===== src/verilog/lane_pkg.sv =====
// ------------------
// Lane package with geometry, FIFO sizing and packet layout
// ------------------
`default_nettype none

package lane_pkg;

    // Lane geometry
    localparam int NUM_ENGINES = 4;
    localparam int ENGINE_ID_W = 2;
    localparam int DATA_W      = 16;

    // FIFO sizing
    localparam int FIFO_DEPTH  = 16;
    localparam int FIFO_PTR_W  = 4;
    localparam int PROG_THRESH = 12;

    // ------------------
    // Opcodes
    // ------------------
    typedef enum logic [1:0] {
        OP_PASS = 2'd0,
        OP_ADD  = 2'd1,
        OP_READ = 2'd2
    } lane_op_e;

    localparam int OP_W = $bits(lane_op_e);

    // Lane packet is {opcode, target, data}
    localparam int LANE_PKT_W = OP_W + ENGINE_ID_W + DATA_W;

    // Request is {id, address}, response is {id, data}
    localparam int MEM_REQ_W  = ENGINE_ID_W + DATA_W;
    localparam int MEM_RESP_W = ENGINE_ID_W + DATA_W;

endpackage : lane_pkg

`default_nettype wire


===== src/verilog/lane_fifo.sv =====
// ------------------
// Synchronous FIFO with registered read data, read valid pulse
// and an almost-full level
// ------------------
`timescale 1ns/1ps
`default_nettype none

module lane_fifo
    import lane_pkg::*;
#(
    parameter int WIDTH = LANE_PKT_W
) (
    input  logic             ap_clk,
    input  logic             areset_lane_template,
    input  logic             wr_en_i,
    input  logic [WIDTH-1:0] din_i,
    input  logic             rd_en_i,
    output logic [WIDTH-1:0] dout_o,
    output logic             valid_o,
    output logic             empty_o,
    output logic             almost_full_o
);

    logic [WIDTH-1:0]      mem [FIFO_DEPTH];
    logic [FIFO_PTR_W-1:0] wr_ptr_q;
    logic [FIFO_PTR_W-1:0] rd_ptr_q;
    logic [FIFO_PTR_W:0]   count_q;
    logic                  push;
    logic                  pop;

    assign push = wr_en_i;
    // Pops on an empty FIFO are ignored
    assign pop  = rd_en_i & ~empty_o;

    assign empty_o       = (count_q == '0);
    assign almost_full_o = (count_q >= PROG_THRESH);

    always_ff @(posedge ap_clk) begin
        if (areset_lane_template) begin
            wr_ptr_q <= '0;
            rd_ptr_q <= '0;
            count_q  <= '0;
            valid_o  <= 1'b0;
        end else begin
            if (push) begin
                wr_ptr_q <= wr_ptr_q + 1'b1;
            end
            if (pop) begin
                rd_ptr_q <= rd_ptr_q + 1'b1;
            end
            count_q <= count_q + {{FIFO_PTR_W{1'b0}}, push} - {{FIFO_PTR_W{1'b0}}, pop};
            valid_o <= pop;
        end
    end

    // Storage and read register
    always_ff @(posedge ap_clk) begin
        if (push) begin
            mem[wr_ptr_q] <= din_i;
        end
        if (pop) begin
            dout_o <= mem[rd_ptr_q];
        end
    end

endmodule : lane_fifo

`default_nettype wire


===== src/verilog/lane_engine.sv =====
// ------------------
// Lane engine that passes packets, adds its index to targeted
// adds, and turns targeted reads into memory requests
// ------------------
`timescale 1ns/1ps
`default_nettype none

module lane_engine
    import lane_pkg::*;
#(
    parameter int ENGINE_INDEX = 0
) (
    input  logic                  ap_clk,
    input  logic                  areset_lane_template,
    input  logic                  in_valid_i,
    input  logic [LANE_PKT_W-1:0] in_pkt_i,
    output logic                  in_ready_o,
    output logic                  out_valid_o,
    output logic [LANE_PKT_W-1:0] out_pkt_o,
    input  logic                  out_ready_i,
    output logic                  mem_req_o,
    output logic [DATA_W-1:0]     mem_addr_o,
    input  logic                  mem_grant_i,
    input  logic                  resp_valid_i,
    input  logic [DATA_W-1:0]     resp_data_i,
    output logic                  resp_busy_o
);

    localparam logic [ENGINE_ID_W-1:0] MY_ID  = ENGINE_ID_W'(ENGINE_INDEX);
    localparam logic [DATA_W-1:0]      ADD_INC = DATA_W'(ENGINE_INDEX + 1);

    lane_op_e               in_op;
    logic [ENGINE_ID_W-1:0] in_target;
    logic [DATA_W-1:0]      in_data;
    logic                   hit;
    logic                   is_read;
    logic                   out_free;
    logic                   take_in;
    logic                   drain_slot;

    logic                   slot_valid_q;
    logic [DATA_W-1:0]      slot_data_q;
    logic                   req_pending_q;

    // ------------------
    // Packet decode
    // ------------------
    assign in_op     = lane_op_e'(in_pkt_i[LANE_PKT_W-1 -: OP_W]);
    assign in_target = in_pkt_i[DATA_W +: ENGINE_ID_W];
    assign in_data   = in_pkt_i[DATA_W-1:0];
    assign hit       = (in_target == MY_ID);
    assign is_read   = hit & (in_op == OP_READ);

    // Output register is free when empty or leaving this cycle
    assign out_free = ~out_valid_o | out_ready_i;

    // Responses go first, and no input while a read is outstanding
    assign in_ready_o = out_free & ~slot_valid_q & ~resp_valid_i & ~req_pending_q;
    assign take_in    = in_valid_i & in_ready_o;
    assign drain_slot = slot_valid_q & out_free;

    assign resp_busy_o = slot_valid_q | resp_valid_i;
    assign mem_req_o   = req_pending_q;

    // ------------------
    // Control state
    // ------------------
    always_ff @(posedge ap_clk) begin
        if (areset_lane_template) begin
            out_valid_o   <= 1'b0;
            slot_valid_q  <= 1'b0;
            req_pending_q <= 1'b0;
        end else begin
            if (drain_slot || (take_in && !is_read)) begin
                out_valid_o <= 1'b1;
            end else if (out_ready_i) begin
                out_valid_o <= 1'b0;
            end

            if (resp_valid_i) begin
                slot_valid_q <= 1'b1;
            end else if (drain_slot) begin
                slot_valid_q <= 1'b0;
            end

            // Held until the arbiter picks this engine
            if (take_in && is_read) begin
                req_pending_q <= 1'b1;
            end else if (mem_grant_i) begin
                req_pending_q <= 1'b0;
            end
        end
    end

    // ------------------
    // Payload registers
    // ------------------
    always_ff @(posedge ap_clk) begin
        if (drain_slot) begin
            out_pkt_o <= {OP_PASS, MY_ID, slot_data_q};
        end else if (take_in) begin
            if (hit && in_op == OP_ADD) begin
                out_pkt_o <= {in_op, in_target, in_data + ADD_INC};
            end else begin
                out_pkt_o <= in_pkt_i;
            end
        end

        if (resp_valid_i) begin
            slot_data_q <= resp_data_i;
        end

        // Read address is the packet data
        if (take_in && is_read) begin
            mem_addr_o <= in_data;
        end
    end

endmodule : lane_engine

`default_nettype wire


===== src/verilog/mem_request_arbiter.sv =====
// ------------------
// Round-robin arbiter that feeds engine memory requests into
// the shared request FIFO
// ------------------
`timescale 1ns/1ps
`default_nettype none

module mem_request_arbiter
    import lane_pkg::*;
(
    input  logic                   ap_clk,
    input  logic                   areset_lane_template,
    input  logic [NUM_ENGINES-1:0] req_i,
    input  logic [DATA_W-1:0]      addr_i [NUM_ENGINES],
    input  logic                   fifo_almost_full_i,
    output logic [NUM_ENGINES-1:0] grant_o,
    output logic                   push_o,
    output logic [MEM_REQ_W-1:0]   push_req_o
);

    logic [ENGINE_ID_W-1:0] ptr_q;
    logic [ENGINE_ID_W-1:0] idx;
    logic [ENGINE_ID_W-1:0] win_id;
    logic                   found;
    logic                   granted;

    // Search from the priority pointer, wrapping around
    always_comb begin
        win_id = ptr_q;
        found  = 1'b0;
        idx    = ptr_q;
        for (int k = 0; k < NUM_ENGINES; k++) begin
            idx = ENGINE_ID_W'((int'(ptr_q) + k) % NUM_ENGINES);
            if (!found && req_i[idx]) begin
                found  = 1'b1;
                win_id = idx;
            end
        end
    end

    // No grant while the request FIFO is nearly full
    assign granted = found & ~fifo_almost_full_i;

    always_comb begin
        grant_o = '0;
        if (granted) begin
            grant_o[win_id] = 1'b1;
        end
    end

    always_ff @(posedge ap_clk) begin
        if (areset_lane_template) begin
            ptr_q  <= '0;
            push_o <= 1'b0;
        end else begin
            push_o <= granted;
            // Move priority just past the winner
            if (granted) begin
                if (win_id == ENGINE_ID_W'(NUM_ENGINES - 1)) begin
                    ptr_q <= '0;
                end else begin
                    ptr_q <= win_id + 1'b1;
                end
            end
        end
    end

    always_ff @(posedge ap_clk) begin
        if (granted) begin
            push_req_o <= {win_id, addr_i[win_id]};
        end
    end

endmodule : mem_request_arbiter

`default_nettype wire


===== src/verilog/mem_response_router.sv =====
// ------------------
// Routes each memory response to the engine named by its id
// ------------------
`timescale 1ns/1ps
`default_nettype none

module mem_response_router
    import lane_pkg::*;
(
    input  logic                   ap_clk,
    input  logic                   areset_lane_template,
    input  logic                   fifo_valid_i,
    input  logic [MEM_RESP_W-1:0]  fifo_resp_i,
    input  logic                   fifo_empty_i,
    output logic                   fifo_rd_en_o,
    input  logic [NUM_ENGINES-1:0] busy_i,
    output logic [NUM_ENGINES-1:0] resp_valid_o,
    output logic [DATA_W-1:0]      resp_data_o
);

    logic                   held_q;
    logic [ENGINE_ID_W-1:0] head_id;
    logic                   release_head;

    // FIFO read data stays put until the next pop
    assign head_id      = fifo_resp_i[MEM_RESP_W-1 -: ENGINE_ID_W];
    assign release_head = held_q & ~busy_i[head_id];

    // One pop in flight at most
    assign fifo_rd_en_o = ~fifo_empty_i & ~fifo_valid_i & (~held_q | release_head);

    always_ff @(posedge ap_clk) begin
        if (areset_lane_template) begin
            held_q       <= 1'b0;
            resp_valid_o <= '0;
        end else begin
            if (fifo_valid_i) begin
                held_q <= 1'b1;
            end else if (release_head) begin
                held_q <= 1'b0;
            end
            resp_valid_o <= '0;
            if (release_head) begin
                resp_valid_o[head_id] <= 1'b1;
            end
        end
    end

    always_ff @(posedge ap_clk) begin
        if (release_head) begin
            resp_data_o <= fifo_resp_i[DATA_W-1:0];
        end
    end

endmodule : mem_response_router

`default_nettype wire


===== src/verilog/lane_top.sv =====
// ------------------
// Lane top with input and output FIFOs, the engine chain and
// the shared memory request and response path
// ------------------
`timescale 1ns/1ps
`default_nettype none

module lane_top
    import lane_pkg::*;
(
    input  logic                   ap_clk,
    input  logic                   areset_lane_template,
    input  logic                   lane_in_valid_i,
    input  lane_op_e               lane_in_op_i,
    input  logic [ENGINE_ID_W-1:0] lane_in_target_i,
    input  logic [DATA_W-1:0]      lane_in_data_i,
    output logic                   lane_in_full_o,
    input  logic                   lane_out_rd_en_i,
    output logic                   lane_out_valid_o,
    output lane_op_e               lane_out_op_o,
    output logic [ENGINE_ID_W-1:0] lane_out_target_o,
    output logic [DATA_W-1:0]      lane_out_data_o,
    input  logic                   mem_req_rd_en_i,
    output logic                   mem_req_valid_o,
    output logic [ENGINE_ID_W-1:0] mem_req_id_o,
    output logic [DATA_W-1:0]      mem_req_addr_o,
    input  logic                   mem_resp_valid_i,
    input  logic [ENGINE_ID_W-1:0] mem_resp_id_i,
    input  logic [DATA_W-1:0]      mem_resp_data_i,
    output logic                   mem_resp_full_o
);

    logic                   lane_in_valid_q;
    logic [LANE_PKT_W-1:0]  lane_in_pkt_q;
    logic                   mem_resp_valid_q;
    logic [MEM_RESP_W-1:0]  mem_resp_q;

    // Index i of the chain feeds engine i
    logic [NUM_ENGINES:0]   chain_valid;
    logic [NUM_ENGINES:0]   chain_ready;
    logic [LANE_PKT_W-1:0]  chain_pkt [NUM_ENGINES+1];

    logic                   in_af;
    logic                   in_empty;
    logic                   in_rd_en;
    logic                   out_af;
    logic                   out_valid;
    logic [LANE_PKT_W-1:0]  out_dout;
    logic                   req_af;
    logic                   req_valid;
    logic [MEM_REQ_W-1:0]   req_dout;
    logic                   resp_af;
    logic                   resp_valid;
    logic                   resp_empty;
    logic [MEM_RESP_W-1:0]  resp_dout;
    logic                   router_rd_en;

    logic [NUM_ENGINES-1:0] eng_req;
    logic [DATA_W-1:0]      eng_addr [NUM_ENGINES];
    logic [NUM_ENGINES-1:0] eng_grant;
    logic [NUM_ENGINES-1:0] eng_resp_busy;
    logic [NUM_ENGINES-1:0] eng_resp_valid;
    logic [NUM_ENGINES-1:0] router_busy;
    logic                   arb_push;
    logic [MEM_REQ_W-1:0]   arb_push_req;
    logic [DATA_W-1:0]      routed_data;

    // ------------------
    // Edge registers
    // ------------------
    always_ff @(posedge ap_clk) begin
        if (areset_lane_template) begin
            lane_in_valid_q  <= 1'b0;
            mem_resp_valid_q <= 1'b0;
            lane_in_full_o   <= 1'b0;
            mem_resp_full_o  <= 1'b0;
            lane_out_valid_o <= 1'b0;
            mem_req_valid_o  <= 1'b0;
        end else begin
            lane_in_valid_q  <= lane_in_valid_i;
            mem_resp_valid_q <= mem_resp_valid_i;
            lane_in_full_o   <= in_af;
            mem_resp_full_o  <= resp_af;
            lane_out_valid_o <= out_valid;
            mem_req_valid_o  <= req_valid;
        end
    end

    always_ff @(posedge ap_clk) begin
        lane_in_pkt_q     <= {lane_in_op_i, lane_in_target_i, lane_in_data_i};
        mem_resp_q        <= {mem_resp_id_i, mem_resp_data_i};
        lane_out_op_o     <= lane_op_e'(out_dout[LANE_PKT_W-1 -: OP_W]);
        lane_out_target_o <= out_dout[DATA_W +: ENGINE_ID_W];
        lane_out_data_o   <= out_dout[DATA_W-1:0];
        mem_req_id_o      <= req_dout[MEM_REQ_W-1 -: ENGINE_ID_W];
        mem_req_addr_o    <= req_dout[DATA_W-1:0];
    end

    // ------------------
    // Lane FIFOs
    // ------------------
    // Engine 0 sees popped data a cycle late, so one pop at a time
    assign in_rd_en = chain_ready[0] & ~chain_valid[0] & ~in_empty;

    lane_fifo #(.WIDTH(LANE_PKT_W)) u_lane_in_fifo (
        .ap_clk              (ap_clk),
        .areset_lane_template(areset_lane_template),
        .wr_en_i             (lane_in_valid_q),
        .din_i               (lane_in_pkt_q),
        .rd_en_i             (in_rd_en),
        .dout_o              (chain_pkt[0]),
        .valid_o             (chain_valid[0]),
        .empty_o             (in_empty),
        .almost_full_o       (in_af)
    );

    assign chain_ready[NUM_ENGINES] = ~out_af;

    lane_fifo #(.WIDTH(LANE_PKT_W)) u_lane_out_fifo (
        .ap_clk              (ap_clk),
        .areset_lane_template(areset_lane_template),
        .wr_en_i             (chain_valid[NUM_ENGINES] & ~out_af),
        .din_i               (chain_pkt[NUM_ENGINES]),
        .rd_en_i             (lane_out_rd_en_i),
        .dout_o              (out_dout),
        .valid_o             (out_valid),
        .empty_o             (),
        .almost_full_o       (out_af)
    );

    // ------------------
    // Engine chain
    // ------------------
    for (genvar i = 0; i < NUM_ENGINES; i++) begin : g_engine
        lane_engine #(.ENGINE_INDEX(i)) u_engine (
            .ap_clk              (ap_clk),
            .areset_lane_template(areset_lane_template),
            .in_valid_i          (chain_valid[i]),
            .in_pkt_i            (chain_pkt[i]),
            .in_ready_o          (chain_ready[i]),
            .out_valid_o         (chain_valid[i+1]),
            .out_pkt_o           (chain_pkt[i+1]),
            .out_ready_i         (chain_ready[i+1]),
            .mem_req_o           (eng_req[i]),
            .mem_addr_o          (eng_addr[i]),
            .mem_grant_i         (eng_grant[i]),
            .resp_valid_i        (eng_resp_valid[i]),
            .resp_data_i         (routed_data),
            .resp_busy_o         (eng_resp_busy[i])
        );
    end

    // ------------------
    // Memory side-path
    // ------------------
    mem_request_arbiter u_arbiter (
        .ap_clk              (ap_clk),
        .areset_lane_template(areset_lane_template),
        .req_i               (eng_req),
        .addr_i              (eng_addr),
        .fifo_almost_full_i  (req_af),
        .grant_o             (eng_grant),
        .push_o              (arb_push),
        .push_req_o          (arb_push_req)
    );

    lane_fifo #(.WIDTH(MEM_REQ_W)) u_mem_req_fifo (
        .ap_clk              (ap_clk),
        .areset_lane_template(areset_lane_template),
        .wr_en_i             (arb_push),
        .din_i               (arb_push_req),
        .rd_en_i             (mem_req_rd_en_i),
        .dout_o              (req_dout),
        .valid_o             (req_valid),
        .empty_o             (),
        .almost_full_o       (req_af)
    );

    lane_fifo #(.WIDTH(MEM_RESP_W)) u_mem_resp_fifo (
        .ap_clk              (ap_clk),
        .areset_lane_template(areset_lane_template),
        .wr_en_i             (mem_resp_valid_q),
        .din_i               (mem_resp_q),
        .rd_en_i             (router_rd_en),
        .dout_o              (resp_dout),
        .valid_o             (resp_valid),
        .empty_o             (resp_empty),
        .almost_full_o       (resp_af)
    );

    // Hold off engine 0 responses while a lane pop is in flight
    assign router_busy = eng_resp_busy | {{(NUM_ENGINES-1){1'b0}}, in_rd_en};

    mem_response_router u_router (
        .ap_clk              (ap_clk),
        .areset_lane_template(areset_lane_template),
        .fifo_valid_i        (resp_valid),
        .fifo_resp_i         (resp_dout),
        .fifo_empty_i        (resp_empty),
        .fifo_rd_en_o        (router_rd_en),
        .busy_i              (router_busy),
        .resp_valid_o        (eng_resp_valid),
        .resp_data_o         (routed_data)
    );

endmodule : lane_top

`default_nettype wire


===== config.mk =====
export PLATFORM = sky130hd
export DESIGN_NAME = lane_top
export DESIGN_NICKNAME = d
export VERILOG_FILES = /design/src/verilog/lane_pkg.sv /design/src/verilog/lane_fifo.sv /design/src/verilog/lane_engine.sv /design/src/verilog/mem_request_arbiter.sv /design/src/verilog/mem_response_router.sv /design/src/verilog/lane_top.sv
export SDC_FILE = /design/constraint.sdc
export NUM_CORES = 2
export LEC_CHECK = 0
export ABC_AREA = 1
export ABC_CLOCK_PERIOD_IN_PS = 10000
export BUFFER_PORTS_ARGS = -buffer_cell sky130_fd_sc_hd__buf_4
export CAP_MARGIN = 20
export CELL_PAD_IN_SITES_DETAIL_PLACEMENT = 1
export CELL_PAD_IN_SITES_GLOBAL_PLACEMENT = 1
export CORE_UTILIZATION = 57
export DETAILED_ROUTE_END_ITERATION = 7
export GPL_ROUTABILITY_DRIVEN = 0
export PLACE_DENSITY_LB_ADDON = 0.1
export SLEW_MARGIN = 25
export SYNTH_ARGS = -nofsm -noshare
export SYNTH_HDL_FRONTEND = slang
export SYNTH_SLANG_ARGS = --single-unit

===== constraint.sdc =====
create_clock -name ap_clk -period 10 [get_ports ap_clk]
set_input_delay 2 -clock ap_clk [delete_from_list [all_inputs] [get_ports ap_clk]]
set_output_delay 2 -clock ap_clk [all_outputs]
set_load 0.01 [all_outputs]

==> Word-level counts from Yosys, hierarchy flattened <==
Memories as Yosys holds them, arrays and structs flattened. A register that Yosys moved wholly into a read port is not among the register bits.
Index checks and enable logic that the tools add are counted.
W data, S select, Z words.
{ "totals": {"memories": 4, "output_inout_bits": 42, "register_bits": 400, "mem_bits_rw": 1216} }
{ "classes": {"n_addsub": 24, "n_reduce_logical": 50, "mux": 72, "magnitude_cmp": 13, "bitwise_logic": 73, "n_eq_ne": 13} }
{ "mem_list": {"columns": ["name", "depth", "width", "rd", "rd_ports_with_merged_regs", "write_ports", "line_no", "source"], "rows": [
  ["u_lane_in_fifo.mem", 16, 20, 1, 1, 1, "lane_fifo.sv:24", "logic [WIDTH-1:0] mem [FIFO_DEPTH];"],
  ["u_lane_out_fifo.mem", 16, 20, 1, 1, 1, "lane_fifo.sv:24", null],
  ["u_mem_req_fifo.mem", 16, 18, 1, 1, 1, "lane_fifo.sv:24", null],
  ["u_mem_resp_fifo.mem", 16, 18, 1, 1, 1, "lane_fifo.sv:24", null]
]} }
{ "op_table": {"columns": ["cell", "n"], "rows": [
  ["$mux W16", 14],
  ["$mux W1", 45],
  ["$and A1 B1 Y1", 35],
  ["$add A16 B2 Y16 const B", 2],
  ["$add A4 B1 Y4 const B", 8],
  ["$bmux W16 S2", 1],
  ["$reduce_bool A2 Y1", 16],
  ["$not A1 Y1", 27],
  ["$add A5 B1 Y5", 4],
  ["$ge A5 B4 Y1 const B", 4],
  ["$logic_not A5 Y1", 4],
  ["$sub A5 B1 Y5", 4],
  ["$lt A2 B3 Y1 const B", 6],
  ["$logic_and A1 B1 Y1", 17],
  ["$add A16 B1 Y16 const B", 1],
  ["$add A16 B3 Y16 const B", 1],
  ["$eq A2 B2 Y1 const B", 7],
  ["$bmux W1 S2", 5],
  ["$eq A2 B1 Y1 const B", 5],
  ["$or A1 B1 Y1", 9],
  ["$mux W2", 4],
  ["$logic_not A1 Y1", 7],
  ["$add A2 B1 Y2 const B", 2],
  ["$add A2 B2 Y2 const B", 2],
  ["10 further kinds", 15]
]} }

==> Logic depth before layout (Yosys ltp) <==
{ "logic_depth": {"depth_word": 29, "depth_mapped": 27, "mapped_depth_nobuf": 27} }

==> By module <==
A second synthesis with hierarchy kept.
{ "hier_totals": {"cells_unflattened": 6649, "area_unflattened_um2": 70092.2} }
{ "modules_own_cells": {"columns": ["mod", "instances", "cells_per_inst", "area_per_inst_um2"], "rows": [
  ["lane_fifo (u_lane_in_fifo ...)", 2, 1398, 14779.2],
  ["lane_fifo (u_mem_req_fifo ...)", 2, 1270, 13382.8],
  ["lane_engine (g_engine[2].u_engine)", 1, 244, 2462.4],
  ["lane_engine (g_engine[0].u_engine)", 1, 221, 2384.8],
  ["lane_engine (g_engine[1].u_engine)", 1, 211, 2357.3],
  ["lane_engine (g_engine[3].u_engine)", 1, 203, 2301.0],
  ["mem_request_arbiter", 1, 282, 1830.5],
  ["lane_top", 1, 103, 1721.7],
  ["mem_response_router", 1, 49, 710.7]
]} }

==> Least setup slack after synthesis <==
Ideal clock, no wire load.
{ "synth_timing": {"path_type": "input-to-reg", "from": "input port lane_out_rd_en_i", "to": "register u_lane_out_fifo.count_q[4]", "setup_time_ns": 0.125, "t_required_ns": 9.875, "slack_ns": 5.654, "arrival_time_ns": 4.221, "stages": 11, "path_buffers": 1, "cell_sequence": "and2_1 -> clkbuf_1 -> ha_1 -> inv_1 -> ha_1 -> inv_1 -> fa_1 -> nor3_1 -> a211oi_1 -> o21ai_0 -> a21oi_1"} }
{ "synth_between": {"elab_chain_cells": 2} }
{ "synth_rtl": {"columns": ["item", "line_no", "source"], "rows": [
  ["from (decl)", "lane_top.sv:18", "input logic lane_out_rd_en_i,"],
  ["$and A1 B1 Y1", "lane_fifo.sv:33", "assign pop = rd_en_i & ~empty_o;"],
  ["via u_lane_out_fifo.pop", "lane_fifo.sv:29", "logic pop;"],
  ["$sub A5 B1 Y5", "lane_fifo.sv:51", "count_q <= count_q + {{FIFO_PTR_W{1'b0}}, push} - {{FIFO_PTR_W{1'b0}}, pop};"],
  ["to (signal assigned)", "lane_fifo.sv:51", null],
  ["to (decl)", "lane_fifo.sv:27", "logic [FIFO_PTR_W:0] count_q;"]
]} }
The timed path passes the listed nets, and every way through them passes these cells.
A chain may end at the register's enable or synchronous reset.

==> Worst setup path in the final report <==
{ "layout_timing": {"from": "register u_router.resp_valid_o[3]", "to": "register u_mem_resp_fifo.count_q[4]"} }
{ "layout_between": {"elab_chain_cells": 26, "word_cells_on_any_way": 27, "cone_classes": "1 x add/sub; 2 x mux; 24 x bitwise"} }
{ "layout_rtl": {"columns": ["item", "line_no", "source"], "rows": [
  ["from (decl)", "mem_response_router.sv:17", "output logic [NUM_ENGINES-1:0] resp_valid_o,"],
  ["from (signal assigned)", "mem_response_router.sv:35", "resp_valid_o <= '0;"],
  ["from (signal assigned)", "mem_response_router.sv:42", "resp_valid_o <= '0;"],
  ["from (signal, indexed assignment)", "mem_response_router.sv:44", "resp_valid_o[head_id] <= 1'b1;"],
  ["$not A1 Y1", "lane_engine.sv:58", "assign in_ready_o = out_free & ~slot_valid_q & ~resp_valid_i & ~req_pending_q;"],
  ["$and A1 B1 Y1 (2 in a row)", "lane_engine.sv:58", null],
  ["$or A1 B1 Y1", "lane_engine.sv:55", "assign out_free = ~out_valid_o | out_ready_i;"],
  ["$and A1 B1 Y1 (3 in a row)", "lane_engine.sv:58", null],
  ["$or A1 B1 Y1", "lane_engine.sv:55", null],
  ["$and A1 B1 Y1 (3 in a row)", "lane_engine.sv:58", null],
  ["$or A1 B1 Y1", "lane_engine.sv:55", null],
  ["$and A1 B1 Y1 (3 in a row)", "lane_engine.sv:58", null],
  ["[4 not listed]", null, null],
  ["$mux W1 (not written as such) *", "mem_response_router.sv:27", "assign release_head = held_q & ~busy_i[head_id];"],
  ["$not A1 Y1 *", "mem_response_router.sv:27", null],
  ["$and A1 B1 Y1 *", "mem_response_router.sv:27", null],
  ["$or A1 B1 Y1 *", "mem_response_router.sv:30", "assign fifo_rd_en_o = ~fifo_empty_i & ~fifo_valid_i & (~held_q | release_head);"],
  ["$and A1 B1 Y1 *", "mem_response_router.sv:30", null],
  ["$and A1 B1 Y1 *", "lane_fifo.sv:33", null],
  ["via u_mem_resp_fifo.pop", "lane_fifo.sv:29", null],
  ["$sub A5 B1 Y5 *", "lane_fifo.sv:51", null],
  ["to (signal assigned)", "lane_fifo.sv:51", null],
  ["to (decl)", "lane_fifo.sv:27", null]
]} }
Mark *: on every way through the listed nets, which the timed path passes. The rest lies on a longest branch. The select of a mux whose other input is x is not followed.

==> out/results.md <==
| Metric | Reported | Unit |
|---|---|---|
| Status | finished clean | - |
| Portion of total power attributed to combinational logic | 0.199 | - |
| Cts repair resizes | 0 | - |
| Most frequent cell after synthesis | sky130_fd_sc_hd__edfxtp_1 | - |
| Critical Setup Path Class | reg -> reg | - |
| Area of the die | 115000 | um^2 |
| Row count | 123 | - |
| Period Utilization, post-route | 0.438 | - |
| Number of pins with negative max-slew slack in the final report | 0 | - |
| Final worst clock skew | 0.0230 | ns |
| Congestion Overflow GR | 0 | - |
| Launch point of the worst hold path | u_mem_req_fifo.dout_o[1]$_DFFE_PP_ | - |
| Number of endpoints failing setup at the final stage | 0 | - |
| Final #Nets | 4949 | - |
| Endpoint required time on the critical path | 10.64 | ns |
| Iter 0 DRT Violations | 3230 | - |
| Total Neg Setup Slack | 0 | ns |
| Worst slew margin relative to its limit | 0.268 | - |
| IO Port Bufs | 85 | - |
| Combined area of all synthesized cells | 65000 | um^2 |
| Post-layout util | 0.647 | - |
| Via total after detailed routing | 40200 | - |
| FF-to-FF Start | u_router.resp_valid_o[3]$_SDFF_PP0_ | - |
| Clock input transition at the sequential cells of the worst setup and hold paths | 0.06 | ns |
| # Post-CTS Setup Buffers | 0 | - |
| Internal power summed over all cells | 13.7 | mW |
| Top cells by area in the synthesized netlist | sky130_fd_sc_hd__edfxtp_1 70%, sky130_fd_sc_hd__dfxtp_1 5.4%, sky130_fd_sc_hd__o21ai_0 4.6%, sky130_fd_sc_hd__nor2_1 3.3%, sky130_fd_sc_hd__nand2_1 2.4% | - |
| Initial standard-cell utilization of the core | 0.576 | - |
| Post-DP HPWL | 97900 | um |
| Most used DFF post-synth | sky130_fd_sc_hd__edfxtp_1 | - |
| Area share of the largest cell type after synthesis | 0.701 | - |
| Number of antenna violations at the first check in global routing | 0 | - |
| Antenna-violating nets left | 0 | - |
| Filler cell count | 10400 | - |
| Clock net sink count | 1692 | - |
| Post-route minimum period | 4.38 | ns |
| Max-Cap Viols | 0 | - |
| Part of the power in registers | 0.477 | - |
| Gate Count Post-Synth | 4758 | - |
| Root cell of the clock tree | sky130_fd_sc_hd__clkbuf_16 | - |
| Wire length of the first global-routing pass | 260000 | um |
| DRC violations left | 0 | - |
| Netlist cell types | 53 | - |
| Peak fanout along the critical path | 21 | - |
| Syn Nets | 4866 | - |
| Hold Path Class | reg -> reg | - |
| Growth of design area from synthesis to finish | 12.3 | % |
| Worst Hold End | mem_req_addr_o[1]$_DFF_P_ | - |
| Number of global-route vias before repair | 42600 | - |
| Switching power | 6.03 | mW |
| Slew @ Worst Pin | 1.09 | ns |
| CTS tree | built | - |
| Power density over the cells | 270 | nW/um^2 |
| Hold-critical path depth | 0 | - |
| Capture point of the worst reg-to-reg path | u_mem_resp_fifo.count_q[4]$_SDFF_PP0_ | - |
| Commonest cells in the netlist | 1518 x sky130_fd_sc_hd__edfxtp_1, 599 x sky130_fd_sc_hd__o21ai_0, 580 x sky130_fd_sc_hd__nor2_1, 410 x sky130_fd_sc_hd__nand2_1, 227 x sky130_fd_sc_hd__clkbuf_1 | - |
| F_max | 0.228 | GHz |
| Drt total wl | 173000 | um |
| Number of enable-type register cells in the synthesized netlist | 1518 | - |
| Overall die height | 340 | um |
| Number of optimization iterations in the first detailed-route pass | 6 | - |
| CTS H-tree depth | 4 | - |
| Horiz. Die Dim | 340 | um |
| Critical Path Start Type | register | - |
| R2R setup slack | 5.62 | ns |
| Clock share of power | 0.324 | - |
| Mean post-synth cell area | 13.7 | um^2 |
| Endpoint type of the worst setup path | register | - |
| Setup repair after global routing missed its margin | false | - |
| Peak ir drop on the vdd network | 0.215 | mV |
| Mean number of vias per cell | 6.20 | - |
| Wire per inst | 26.7 | um |
| Switch share | 0.306 | - |
| Part of the Yosys area used for sequential elements | 0.755 | - |
| Core region area | 113000 | um^2 |
| Crit path arrival time | 5.02 | ns |
| Share of layout cells above drive strength 1 | 0.112 | - |
| Num CTS Buffers | 170 | - |
| Async S/R FF share, synth | 0 | - |
| Number of cells on the worst reg-to-reg path | 25 | - |
| Flop and latch count out of synthesis | 1692 | - |
| Overall routing resource usage | 0.301 | - |
| Most area-hungry cell type in the Yosys netlist | sky130_fd_sc_hd__edfxtp_1 | - |
| Hold Violations, Final | 0 | - |
| Leakage | 24.6 | nW |
| Count of hold buffers inserted by post-cts repair | 0 | - |
| Yosys Warn Count | 0 | - |
| Largest net degree at the start of global routing | 216 | - |
| Clock latency at the later pin of the worst-skew pair | 0.78 | ns |
| Number of placed I/O pins | 86 | - |
| Maximum clock insertion buffer count | 3 | - |
cell families (layout without fill, tap and decap cells):
kind of cell / count (synthesis) / after routing / share of synthesized area
xor+xnor: 54 / 54 / 0.00751
other cells: 0 / 1 / 0
buf+inv: 495 / 719 / 0.0299
simple gates: 1194 / 1194 / 0.0748
compound gates: 1187 / 1187 / 0.109
mux: 72 / 72 / 0.0111
fa+ha+maj: 64 / 64 / 0.0128
flops: 1692 / 1692 / 0.755
cells in the final DEF (no fill, tap or decap), drive strengths merged, types with 2 or more instances in the layout:
master,netlist,layout
edfxtp,1518,1518
o21ai,626,626
nor2,583,583
nand2,415,415
clkbuf,227,245
inv,222,224
a21oi,195,195
buf,36,174
dfxtp,174,174
o221ai,129,129
nand3,125,125
o211ai,111,111
o22ai,79,79
mux2i,72,72
ha,60,60
clkinv,10,50
xor2,40,40
nand4,33,33
a221oi,25,25
nor3,25,25
bufinv,0,17
xnor2,14,14
a31oi,9,9
clkinvlp,0,9
nand3b,6,6
o21a,4,4
nor4,4,4
fa,4,4
o31ai,3,3
a211oi,3,3
and2,2,2
stage by stage:
stage,hold WS [ns],cell area (um^2),power [mW],cells,setup WS [ns]
floorplan,0.323,65000,12.0,4758,5.65
global placement,0.325,67400,13.1,6168,5.66
detailed placement,0.328,67400,13.4,6168,5.66
CTS,0.342,73000,19.8,6481,5.62
global route,0.341,73000,20.5,6482,5.21
finish,0.337,73000,19.7,6483,5.62
power groups by stage:
stage	sequential (mW)	clock (mW)	combinational, mW
after global placement	9.50	0	3.63
after CTS	9.42	6.48	3.94
after global routing	9.49	6.71	4.33
final	9.42	6.41	3.92
after detailed placement	9.56	0	3.86
after floorplan	9.23	0	2.74
state kept, by name (all words and copies together), names as in the netlist, 64 cells and up:
signal	cells
g_engine.u_engine.slot_data_q	64
u_lane_in_fifo.mem	320
u_mem_resp_fifo.mem	288
u_mem_req_fifo.mem	288
g_engine.u_engine.mem_addr_o	64
u_lane_out_fifo.mem	320
g_engine.u_engine.out_pkt_o	80
worst max-delay path: stages (launching register included):
cell and delay, ns:
sky130_fd_sc_hd__dfxtp_1 0.82, sky130_fd_sc_hd__inv_1 0.13, sky130_fd_sc_hd__nand2_1 0.15, sky130_fd_sc_hd__nor2_1 0.07, sky130_fd_sc_hd__nand2_1 0.07, sky130_fd_sc_hd__nand2_1 0.10
sky130_fd_sc_hd__nand2_1 0.08, sky130_fd_sc_hd__nand2_1 0.10, sky130_fd_sc_hd__nand2_1 0.08, sky130_fd_sc_hd__nand2_1 0.13, sky130_fd_sc_hd__nand3_2 0.16, sky130_fd_sc_hd__nand2_1 0.07
sky130_fd_sc_hd__nand2_1 0.06, sky130_fd_sc_hd__nand2_1 0.06, sky130_fd_sc_hd__nand2_1 0.17, sky130_fd_sc_hd__nand2_2 0.12, sky130_fd_sc_hd__inv_2 0.38, sky130_fd_sc_hd__ha_1 0.32
sky130_fd_sc_hd__inv_1 0.07, sky130_fd_sc_hd__ha_1 0.16, sky130_fd_sc_hd__inv_1 0.07, sky130_fd_sc_hd__fa_1 0.44, sky130_fd_sc_hd__nor3_1 0.19, sky130_fd_sc_hd__a211oi_1 0.08
sky130_fd_sc_hd__o21ai_0 0.16, sky130_fd_sc_hd__a21oi_1 0.06
cell type report:
class,instances,area (um^2),area share
repair buffers,174,1340,0.0183
well taps,1500,1880,0.0257
inverters,232,885,0.0121
clock inverters,68,772,0.0106
clock buffers,245,4830,0.0662
diodes,1,2.50,0.0000343
flip-flops and latches,1692,49100,0.672
multi-input cells,2571,14200,0.195
worst max-delay path by stage:
| stage | start | slack, ns | cells after the start | to |
|---|---|---|---|---|
| 3_5_place_dp | u_router.resp_valid_o[3]$_SDFF_PP0_ | 5.66 | 25 | u_mem_resp_fifo.count_q[4]$_SDFF_PP0_ |
| 5_1_grt | u_router.resp_valid_o[3]$_SDFF_PP0_ | 5.21 | 25 | u_mem_resp_fifo.count_q[4]$_SDFF_PP0_ |
| 2_1_floorplan | lane_out_rd_en_i | 5.65 | 11 | u_lane_out_fifo.count_q[4]$_SDFF_PP0_ |
| 4_1_cts | u_router.resp_valid_o[3]$_SDFF_PP0_ | 5.62 | 25 | u_mem_resp_fifo.count_q[4]$_SDFF_PP0_ |
| 3_3_place_gp | areset_lane_template | 5.66 | 3 | u_lane_in_fifo.rd_ptr_q[2]$_SDFFE_PP0P_ |
| 6_report | u_router.resp_valid_o[3]$_SDFF_PP0_ | 5.62 | 25 | u_mem_resp_fifo.count_q[4]$_SDFF_PP0_ |
routing by layer:
metal / vias up / track usage / part of all wire
met3: 348 / 0.0418 / 0.054
met1: 20700 / 0.383 / 0.40
li1: 17800 / - / -
met2: 1347 / 0.530 / 0.52
met4: 0 / 0.101 / 0.029
met5: - / 0 / 0
Note: power is estimated with default switching activity, not from simulation.
